$ cat src/cpu_defs.svh
// rv32i pipeline core global sizes
// data width, register count, memory depths and the bubble word

`ifndef CPU_DEFS_SVH
`define CPU_DEFS_SVH

// datapath and address width
`define XLEN 32

// architectural registers x0..x31
`define REG_COUNT 32

// instruction memory size in words
`define IMEM_DEPTH 256

// data memory size in words
`define DMEM_DEPTH 256

`define NOP_INSTR 32'h0000_0013 // addi x0, x0, 0

`endif

$ cat src/cpu_pkg.sv
// rv32i pipeline core shared types
// opcode values, decoded control word, stage-boundary records and port records

`include "cpu_defs.svh"

package cpu_pkg;

    typedef logic [`XLEN-1:0]               word_t;
    typedef logic [$clog2(`REG_COUNT)-1:0]  reg_addr_t;

    // major opcodes of the supported subset
    localparam logic [6:0] op_reg    = 7'b0110011; // add sub and or slt
    localparam logic [6:0] op_imm    = 7'b0010011; // addi
    localparam logic [6:0] op_load   = 7'b0000011; // lw
    localparam logic [6:0] op_store  = 7'b0100011; // sw
    localparam logic [6:0] op_branch = 7'b1100011; // beq bne
    localparam logic [6:0] op_jal    = 7'b1101111;
    localparam logic [6:0] op_system = 7'b1110011; // ecall, treated as halt

    typedef enum logic [2:0] {
        alu_add = 3'd0, // zero value, so a cleared ctrl is a bubble
        alu_sub = 3'd1,
        alu_and = 3'd2,
        alu_or  = 3'd3,
        alu_slt = 3'd4
    } alu_op_e;

    // ==============================
    // decoded control, travels with each instruction
    typedef struct packed {
        alu_op_e alu_op;
        logic    use_imm;   // operand b from immediate
        logic    branch_eq;
        logic    branch_ne;
        logic    jump;      // jal
        logic    mem_write;
        logic    mem_read;
        logic    reg_write;
        logic    sel_link;  // write back pc + 4
        logic    halt;
    } ctrl_t;

    // ==============================
    // pipeline registers between stages
    typedef struct packed {
        word_t instr;
        word_t pc;
    } fd_t;

    typedef struct packed {
        ctrl_t     ctrl;
        word_t     pc;
        word_t     rs1_data;
        word_t     rs2_data;
        word_t     imm;
        reg_addr_t rs1;
        reg_addr_t rs2;
        reg_addr_t rd;
    } de_t;

    typedef struct packed {
        ctrl_t     ctrl;
        word_t     alu_result; // also the data memory address
        word_t     store_data;
        word_t     link_pc;
        reg_addr_t rd;
    } em_t;

    typedef struct packed {
        ctrl_t     ctrl;
        word_t     alu_result;
        word_t     load_data;
        word_t     link_pc;
        reg_addr_t rd;
    } mw_t;

    // register file write, also brought out for observation
    typedef struct packed {
        logic      valid;
        reg_addr_t rd;
        word_t     data;
    } wb_t;

    // program load strobe into instruction memory
    typedef struct packed {
        logic                            valid;
        logic [$clog2(`IMEM_DEPTH)-1:0]  addr;  // word index
        word_t                           data;
    } imem_load_t;

endpackage

$ cat src/execute_stage.sv
// execute stage
// operand forwarding, alu, branch and jump resolution, execute/memory register

`timescale 1ns/1ps

module execute_stage
    import cpu_pkg::*;
(
    input  logic  clk,
    input  logic  reset,
    input  de_t   de,
    input  em_t   mem_fwd,    // instruction now in the memory stage
    input  word_t load_data,  // its async load result
    input  wb_t   wb_fwd,     // instruction now in writeback
    output logic  redirect,
    output word_t target_pc,
    output em_t   em
);

    word_t mem_value;
    logic  mem_hit1;
    logic  mem_hit2;
    word_t op1;
    word_t op2;
    word_t alu_b;
    word_t alu_result;
    logic  equal;

    // value the memory-stage instruction will write
    assign mem_value = mem_fwd.ctrl.mem_read ? load_data :
                       mem_fwd.ctrl.sel_link ? mem_fwd.link_pc : mem_fwd.alu_result;

    assign mem_hit1 = mem_fwd.ctrl.reg_write && mem_fwd.rd != '0 && mem_fwd.rd == de.rs1;
    assign mem_hit2 = mem_fwd.ctrl.reg_write && mem_fwd.rd != '0 && mem_fwd.rd == de.rs2;

    // ==============================
    // forwarding, nearest producer first
    always_comb begin
        if (mem_hit1) begin
            op1 = mem_value;
        end else if (wb_fwd.valid && wb_fwd.rd == de.rs1) begin
            op1 = wb_fwd.data;
        end else begin
            op1 = de.rs1_data;            // already bypassed in decode
        end
        if (mem_hit2) begin
            op2 = mem_value;
        end else if (wb_fwd.valid && wb_fwd.rd == de.rs2) begin
            op2 = wb_fwd.data;
        end else begin
            op2 = de.rs2_data;
        end
    end

    assign alu_b = de.ctrl.use_imm ? de.imm : op2;

    always_comb begin
        case (de.ctrl.alu_op)
            alu_sub: alu_result = op1 - alu_b;
            alu_and: alu_result = op1 & alu_b;
            alu_or:  alu_result = op1 | alu_b;
            alu_slt: alu_result = word_t'($signed(op1) < $signed(alu_b));
            default: alu_result = op1 + alu_b; // add, address calc, bubbles
        endcase
    end

    // branches compare the register operands, never the immediate
    assign equal     = (op1 == op2);
    assign redirect  = (de.ctrl.branch_eq && equal) ||
                       (de.ctrl.branch_ne && !equal) ||
                       de.ctrl.jump;
    assign target_pc = de.pc + de.imm;  // pc relative for beq, bne and jal

    // ==============================
    // execute/memory register
    always_ff @(posedge clk) begin
        if (reset) begin
            em.ctrl <= '0;
        end else begin
            em.ctrl <= de.ctrl;
        end
        em.alu_result <= alu_result;
        em.store_data <= op2;               // forwarded store value
        em.link_pc    <= de.pc + word_t'(4);
        em.rd         <= de.rd;
    end

endmodule

$ cat config.mk
export PLATFORM = sky130hd
export DESIGN_NAME = execute_stage
export DESIGN_NICKNAME = d
export VERILOG_FILES = /design/src/cpu_pkg.sv /design/src/execute_stage.sv
export VERILOG_INCLUDE_DIRS = /design/src
export SDC_FILE = /design/constraint.sdc
export NUM_CORES = 1
export LEC_CHECK = 0
export ABC_AREA = 1
export BUFFER_PORTS_ARGS = -buffer_cell sky130_fd_sc_hd__clkbuf_2
export CORE_AREA = 3 3 189 191
export DETAILED_ROUTE_END_ITERATION = 8
export DIE_AREA = 0 0 192 194
export SLEW_MARGIN = 20
export SYNTH_ARGS = -nofsm -noshare
export SYNTH_HDL_FRONTEND = slang
export SYNTH_SLANG_ARGS = --single-unit
export TNS_END_PERCENT = 10
$ cat constraint.sdc
create_clock -name clk -period 7.75 [get_ports clk]
set_input_delay 0.3875 -clock clk [delete_from_list [all_inputs] [get_ports clk]]
set_output_delay 0.3875 -clock clk [all_outputs]
set_load 0.005 [all_outputs]
==> flow_metrics.py, run 1 <==
metrics = {
    "floorplanning": {
        "core_area_sq_mm": 0.03429,
        "die_h_um": 194,
        "rows": 68,
        "dieArea_sq_mm": 0.03725,
        "ioPinCount": 486,
        "initial_core_util": 0.3725,
        "die_x_um": 192,
    },
    "pwr": {
        "p_leak_nw": 8.458,
        "netSwitchingPower_w": 0.001120,
        "p_seq_frac": 0.244,
        "p_int_w": 0.001626,
        "pwr-share-comb": 0.440,
        "clkPwrFrac": 0.315,
        "p_sw_frac": 0.4078,
        "vdd_drop_max_mv": 0.1592,
        "power_density_mw_per_mm2": 172.0,
    },
    "synthesis": {
        "syn_area_sq_mm": 0.01277,
        "synth_seq_cells": 113,
        "syn-instance-count": 2049,
        "avgSynthCellArea_sq_um": 6.233,
        "ys_types": 62,
        "seq_area_frac_synth": 0.1771,
        "synth_ff_type": "dfxtp_1",
        "yosysMostFrequentCell": "nand2_1",
        "synth_top_area_cell": "dfxtp_1",
        "synth_top_area_share": 0.1771,
        "synth_edf_count": 0,
        "syn-num-nets": 2520,
        "async_flop_share": 0,
        "synth_top_cells_by_area": "dfxtp_1 18%, ha_1 13%, nand2_1 11%",
        "synth_warnings": 0,
        "synthTopCellsByCount": "368 x nand2_1, 276 x inv_1, 246 x nor2_1",
    },
    "sta": {
        "setup_viol": 0,
        "rsz0062_at_grt": "false",
        "slew_headroom": 0.3841,
        "tns_ps": 0,
        "fmax_mhz": 199.5,
        "finalMaxSlewViolations": 0,
        "finalCriticalPeriod_ps": 5013,
        "min_period_over_period": 0.6468,
        "hold_viol": 0,
        "tightest_slew_ps": 923.8,
    },
    "setup_path": {
        "critical_path.cell_chain": "clkbuf_2, xor2_1, nor2_1, nand3_2, buf_4, o21ai_0, o22ai_1, o21ai_0, inv_1, ha_1, inv_1, o31ai_1, a21boi_1, nor2_1, o21ai_1, nand2_1, a21oi_1, o21ai_2, nand2_1, nand3_1, nand2_1, nand2_1, nor2_1, a21oi_1",
        "critPathRequiredTime_ps": 8060,
        "crit_arrival_ps": 5320,
        "start_kind": "primary input",
        "crit_type": "primary input to flop",
        "crit_top_cell": "nand2_1",
        "path_max_fanout": 40,
        "worst_path_max_delay_cell": "o21ai_0",
        "max_stage_delay_ps": 700,
        "critPathCaptureType": "flop",
    },
    "placed_design": {
        "gp_congestion": 1.008,
        "dp_cells": 2888,
        "dp_hpwl_um": 51500,
        "io_buffers": 444,
    },
    "detailed_routing": {
        "post_drt_wl_per_cell_um": 20.99,
        "first_pass_iters": 5,
        "num_vias": 15580,
        "drc": 0,
        "drt_wl_total_um": 61420,
        "postRouteAntennaNets": 0,
        "viasPerCell": 5.326,
        "drt-initial-drc-count": 1232,
    },
    "run": {
        "drv_cap": 0,
    },
    "global_route": {
        "grt_start_max_net_pins": 44,
        "grt.total_usage": 0.3222,
        "grt_pass1_vias": 14990,
        "antenna_found_initial": 12,
        "gr-total-overflow": 0,
        "grt_pass1_wl_um": 90690,
    },
    "layout": {
        "areaGrowthSynthToFinish_pct": 24.99,
        "largest_reg_flops": 113,
        "multi_input_area_sq_mm": 0.009089,
        "seqCellArea_sq_mm": 0.002262,
        "layout.nets": 2923,
        "drive_above_1_share": 0.2353,
        "largestRegisters": "em x113",
        "instances_no_fill": 2926,
        "max_flop_register": "em",
        "fillers": 3700,
    },
    "run_status": {
        "run_status": "completed",
    },
    "cts": {
        "cts.sinks": 113,
        "cts_buffers": 17,
        "htreeDepth": 4,
        "ctsRootBufferMaster": "clkbuf_16",
        "post_cts_resized": 0,
        "postCtsHoldBufs": 0,
        "clk_pin_slew_worst_paths_ps": 60,
        "clockBufferDepth": 2,
        "cts_tree": "done",
        "cts_setup_buffers": 0,
    },
    "min_path": {
        "min_path_type": "primary input to flop",
    },
}
==> final timing paths <==
check,from,to,slack [ps],depth (start not counted)
worst max-delay path,mem_fwd[3],em[90],2740,24
worst min-delay path,de[2],em[2],40,1
==> cell families after synthesis <==
group	share of synthesized area
AND/OR/NAND/NOR	0.2976
AO/OA/AOI/OAI	0.2106
buffers and inverters	0.1118
adder cells (fa/ha/maj)	0.1301
flip-flops	0.1771
XOR/XNOR	0.07270
==> metal layers <==
layer  vias up  track usage  routed length (um)
li1       7527            -                   -
met1      7314       0.4358               26560
met2       648       0.5091               28050
met3        84      0.06726                4882
met4        10       0.1085                1842
met5         -            0                  79
==> critical path, delay by kind of cell <==
family                     cells  cell delay [ps]
AOI/OAI and AO/OA              9             2310
and+or+nand+nor                9             1390
adders and majority gates      1              310
xor gates and xnor gates       1              170
buffers and inverters          4              750
==> cells in the final DEF, fill, tap and decap left out, types with 14 or more instances in the layout <==
master     count
a21oi_1      210
a31oi_1       26
clkbuf_16     17
clkbuf_2     444
dfxtp_1      113
ha_1         128
inv_1        276
nand2_1      368
nand3_1      125
nand4_1       14
nor2_1       245
nor3_1        28
o211ai_1      18
o21a_1        15
o21ai_0      114
o21ai_1       34
or2_2         37
xnor2_1       32
xor2_1        74
==> stage by stage <==
stage / util / worst slack (ps) / power (W) / cell area, sq um / hold slack, ps
global route: 0.4656 / 2319 / 0.002908 / 15960 / 19.43
floorplan: - / 4079 / 0.001381 / 12770 / 415.2
finish: 0.4656 / 2737 / 0.002745 / 15960 / 37.01
CTS: 0.4651 / 2816 / 0.002738 / 15950 / 19.49
detailed placement: 0.4469 / 2350 / 0.001870 / 15320 / 491.4
global placement: 0.4469 / 2428 / 0.001863 / 15320 / 489.9
==> power by group through the flow <==
stage	registers [W]	clock network [W]	logic, W
after floorplan	0.000692	0	0.000689
after global placement	0.000682	0	0.00118
after detailed placement	0.000684	0	0.00119
after CTS	0.000672	0.000875	0.00119
after global routing	0.000677	0.000902	0.00133
final	0.000671	0.000866	0.00121
==> area by class of cell <==
cell class	instances	share of cell area
Timing Repair Buffer	456	0.1449
Sequential cell	113	0.1417
Tap cell	455	0.03566
Clock buffer	23	0.03120
Inverter	289	0.06827
Clock inverter	9	0.007995
Antenna cell	6	0.0009406
Multi-Input combinational cell	1575	0.5694
No activity file was read; power rests on OpenSTA's default activity.
==> inputs of run 2 (changes only) <==
- clock period: 7.75 -> 4.8 ns (I/O delays scaled with it)
==> flow_metrics.py, run 2 (synthesized netlist as in run 1, its figures left out) <==
metrics = {
    "placed_design": {
        "dp_hpwl_um": 53670,
        "io_buffers": 444,
        "gp_congestion": 0.9955,
    },
    "sta": {
        "tns_ps": 0,
        "hold_viol": 0,
        "tightest_slew_ps": 808.2,
        "fmax_mhz": 236.2,
        "whs_ps": 27.65,
        "finalCriticalPeriod_ps": 4234,
        "rsz0062_at_grt": "false",
        "setup_viol": 0,
        "finalMaxSlewViolations": 0,
        "min_period_over_period": 0.8821,
        "slew_headroom": 0.4555,
    },
    "cts": {
        "clk_pin_slew_worst_paths_ps": 60,
        "cts_setup_buffers": 0,
        "cts_tree": "done",
        "postCtsHoldBufs": 17,
        "ctsRootBufferMaster": "clkbuf_16",
        "cts_buffers": 17,
        "cts.sinks": 113,
        "post_cts_resized": 0,
        "clockBufferDepth": 2,
        "htreeDepth": 4,
    },
    "pwr": {
        "vdd_drop_max_mv": 0.2902,
        "p_leak_nw": 8.663,
        "power_density_mw_per_mm2": 273.6,
    },
    "layout": {
        "largest_reg_flops": 113,
        "largestRegisters": "em x113",
        "fillers": 3682,
        "layout.nets": 2968,
        "max_flop_register": "em",
        "final_cell_mix": "444 x clkbuf_2, 368 x nand2_1, 276 x inv_1",
        "areaGrowthSynthToFinish_pct": 27.98,
        "final_util": 0.4767,
        "drive_above_1_share": 0.2419,
        "layout_commonest_cell": "clkbuf_2",
    },
    "detailed_routing": {
        "num_vias": 15790,
        "viasPerCell": 5.308,
        "postRouteAntennaNets": 0,
        "drt_wl_total_um": 63230,
        "first_pass_iters": 5,
        "drc": 0,
        "post_drt_wl_per_cell_um": 21.26,
        "drt-initial-drc-count": 1245,
    },
    "floorplanning": {
        "die_h_um": 194,
        "die_x_um": 192,
        "ioPinCount": 486,
        "core_area_sq_mm": 0.03429,
        "initial_core_util": 0.3725,
        "rows": 68,
        "dieArea_sq_mm": 0.03725,
    },
    "setup_path": {
        "crit_arrival_ps": 3990,
        "critPathCaptureType": "primary output",
        "critPathRequiredTime_ps": 4560,
        "path_max_fanout": 26,
        "crit_type": "primary input to primary output",
        "start_kind": "primary input",
    },
    "run": {
        "drv_cap": 0,
    },
    "min_path": {
        "min_path_type": "primary input to flop",
    },
    "run_status": {
        "run_status": "completed",
    },
    "global_route": {
        "grt_pass1_vias": 15420,
        "gr-total-overflow": 0,
        "grt_pass1_wl_um": 92530,
        "grt_start_max_net_pins": 39,
        "grt.total_usage": 0.3302,
        "antenna_found_initial": 13,
    },
}
[run 2: changes by cell type in the layout (fill, tap and decap cells not counted)]
| cell | delta |
|---|---|
| buf_12 | +1 |
| buf_4 | +27 |
| clkbuf_8 | -2 |
| clkinv_2 | +1 |
| clkinv_4 | +1 |
| clkinvlp_4 | -1 |
| diode_2 | +4 |
| dlygate4sd3_1 | +17 |
[run 2: worst paths after layout]
path,from,endpoint,slack (ps),depth (start not counted)
worst max-delay path,de[14],redirect,570,19
worst min-delay path,de[140],em[34],30,2
[run 2: cell type report]
type                            count  area (sq um)  area share
Clock buffer                       21         470.5     0.02878
Tap cell                          455         569.3     0.03483
Timing Repair Buffer              501          2705      0.1655
Antenna cell                       10         25.02    0.001531
Sequential cell                   113          2262      0.1384
Inverter                          289          1090     0.06668
Multi-Input combinational cell   1575          9089      0.5561
Clock inverter                     10         133.9    0.008191
[run 2: power by group]
part	internal (W)	switching (W)	leakage (nW)	total, W
sequential	0.00105	0.0000333	0.952	0.00109
clock	0.000850	0.000529	0.295	0.00138
combinational	0.000721	0.00129	7.42	0.00201
total	0.00262	0.00185	8.66	0.00447
[run 2: per-stage QoR]
stage | cell area (sq um) | cells | total power (W) | setup WS, ps
after floorplan | 12770 | 2049 | 0.002230 | 1277
after global placement | 15540 | 2916 | 0.003051 | 432.2
after detailed placement | 15540 | 2916 | 0.003056 | 432.9
after CTS | 16320 | 2964 | 0.004453 | 610.2
after global routing | 16340 | 2973 | 0.004715 | 365.2
final | 16340 | 2974 | 0.004472 | 565.9
[run 2: worst max-delay path, stage by stage]
cell	delay [ps]
clkbuf_2	130
inv_1	50
nand2_1	60
nand2_1	70
nor2_2	200
nand3_4	230
inv_2	130
buf_4	350
o21ai_0	150
a21oi_1	530
xnor2_1	190
nand2_1	110
nor3_1	450
nand4_1	260
nor2_1	470
nand2_1	110
nand2_1	80
nand3_1	70
clkbuf_2	110
[run 2: metal layers]
metal | vias to the layer above | GRT usage | share of wire | wire (um)
met3 | 96 | 0.07105 | 0.077 | 4900
met1 | 7380 | 0.4369 | 0.44 | 27510
li1 | 7616 | - | - | -
met4 | 2 | 0.1247 | 0.035 | 2235
met2 | 691 | 0.5253 | 0.45 | 28560
met5 | - | 0 | 0.00028 | 18
==> inputs of run 3 (changes only) <==
- CORE_AREA: 3 3 189 191 -> 3 3 187 189
- CTS_CLUSTER_SIZE: not set -> 24
- DIE_AREA: 0 0 192 194 -> 0 0 190 192
- PLACE_DENSITY: not set -> 0.67
- clock period: 4.8 -> 3.8 ns (I/O delays scaled with it)
==> flow_metrics.py, run 3 (synthesized netlist as in run 1, its figures left out) <==
metrics = {
    "floorplanning": {
        "rows": 67,
        "ioPinCount": 486,
        "dieArea_sq_mm": 0.03648,
        "die_x_um": 190,
        "die_h_um": 192,
        "initial_core_util": 0.3818,
        "core_area_sq_mm": 0.03345,
    },
    "sta": {
        "tightest_slew_ps": 938.1,
        "min_period_over_period": 0.9466,
        "hold_viol": 0,
        "finalCriticalPeriod_ps": 3597,
        "setup_viol": 0,
        "finalMaxSlewViolations": 0,
        "slew_headroom": 0.3739,
        "rsz0062_at_grt": "true",
        "whs_ps": 19.28,
        "tns_ps": 0,
        "fmax_mhz": 278.0,
    },
    "detailed_routing": {
        "num_vias": 16950,
        "post_drt_wl_per_cell_um": 20.44,
        "drc": 0,
        "drt_wl_total_um": 66310,
        "viasPerCell": 5.223,
        "drt-initial-drc-count": 1614,
        "postRouteAntennaNets": 0,
        "first_pass_iters": 6,
    },
    "placed_design": {
        "gp_congestion": 1.022,
        "io_buffers": 444,
        "placed_cell_area_sq_mm": 0.01751,
        "dp_hpwl_um": 57330,
    },
    "setup_path": {
        "critPathCaptureType": "flop",
        "critPathRequiredTime_ps": 4130,
        "start_kind": "primary input",
        "crit_arrival_ps": 3930,
        "crit_type": "primary input to flop",
        "path_max_fanout": 37,
    },
    "layout": {
        "layout.nets": 3246,
        "final_util": 0.5522,
        "stdcell_area_sq_mm": 0.01847,
        "areaGrowthSynthToFinish_pct": 44.63,
        "largestRegisters": "em x113",
        "final_cell_mix": "444 x clkbuf_2, 367 x nand2_1, 301 x buf_4",
        "max_flop_register": "em",
        "layout_commonest_cell": "clkbuf_2",
        "drive_above_1_share": 0.3167,
        "largest_reg_flops": 113,
    },
    "cts": {
        "htreeDepth": 4,
        "clockBufferDepth": 2,
        "cts_tree": "done",
        "cts_buffers": 17,
        "ctsRootBufferMaster": "clkbuf_16",
        "cts.sinks": 113,
        "clk_pin_slew_worst_paths_ps": 60,
    },
    "run": {
        "drv_cap": 0,
    },
    "pwr": {
        "p_leak_nw": 9.964,
        "power_density_mw_per_mm2": 326.4,
        "vdd_drop_max_mv": 0.3415,
    },
    "global_route": {
        "grt_start_max_net_pins": 38,
        "gr-total-overflow": 0,
        "grt_pass1_wl_um": 97460,
        "grt.total_usage": 0.3552,
        "antenna_found_initial": 12,
        "grt_pass1_vias": 16440,
    },
    "run_status": {
        "run_status": "completed",
    },
    "min_path": {
        "min_path_type": "primary input to flop",
    },
}
run 3: cell type report:
type	instances	area (sq um)
Antenna cell	9	22.52
Clock buffer	22	464.2
Clock inverter	10	86.33
Fill cell	3386	14980
Inverter	289	1090
Multi-Input combinational cell	1575	9143
Sequential cell	113	2262
Tap cell	448	560.5
Timing Repair Buffer	779	4842
run 3: routing by layer:
layer  routed length (um)  vias up  share of wire  track usage
met5                   41        -        0.00062            0
met4                 1982        6          0.030       0.1228
met3                 6492      107          0.098      0.08231
met2                29160      866           0.44       0.5555
met1                28640     7799           0.43       0.4797
li1                     -     8172              -            -
run 3: metrics by stage:
| step | std cells | power, W | worst slack (ps) |
|---|---|---|---|
| after global routing | 3245 | 0.006363 | -33.37 |
| after detailed placement | 3170 | 0.004346 | -234.0 |
| after global placement | 3170 | 0.004333 | -176.5 |
| after floorplan | 2049 | 0.002817 | 326.5 |
| final | 3245 | 0.006028 | 203.1 |
| after CTS | 3234 | 0.005969 | 65.24 |
run 3: worst max-delay path: stages:
cell and delay (ps):
clkbuf_2 130, buf_4 140, xnor2_1 160, nand2_1 80, nor2_2 130, nand3_2 120, buf_4 180, buf_4 250
inv_2 270, nand2_1 80, nand2_1 130, inv_1 80, ha_1 390, buf_4 170, nand2_1 80, o21ai_0 250
a21oi_1 70, nand2_1 170, inv_1 100, o21bai_2 220, nand3_1 200, nand2_1 100, nand2_1 50, nand3_1 70
nand3_1 80
run 3: path summary, 6_finish.rpt:
kind / start / end / slack [ps] / cells after the start
max: mem_fwd[1] / em[100] / 200 / 25
min: de[130] / em[24] / 20 / 2
run 3: power breakdown:
group	switching [W]	total (W)	internal (W)
registers	0.0000561	0.00139	0.00133
clock network	0.000674	0.00160	0.000927
logic	0.00174	0.00304	0.00130
run 3: repair_timing:
item | 4_1_cts | 5_1_grt
setup buffers | 0 | 2
hold buffers | 32 | 0
resized for setup | 0 | 23
hold endpoints to repair | 32 | 0
setup endpoints to repair | 0 | 31
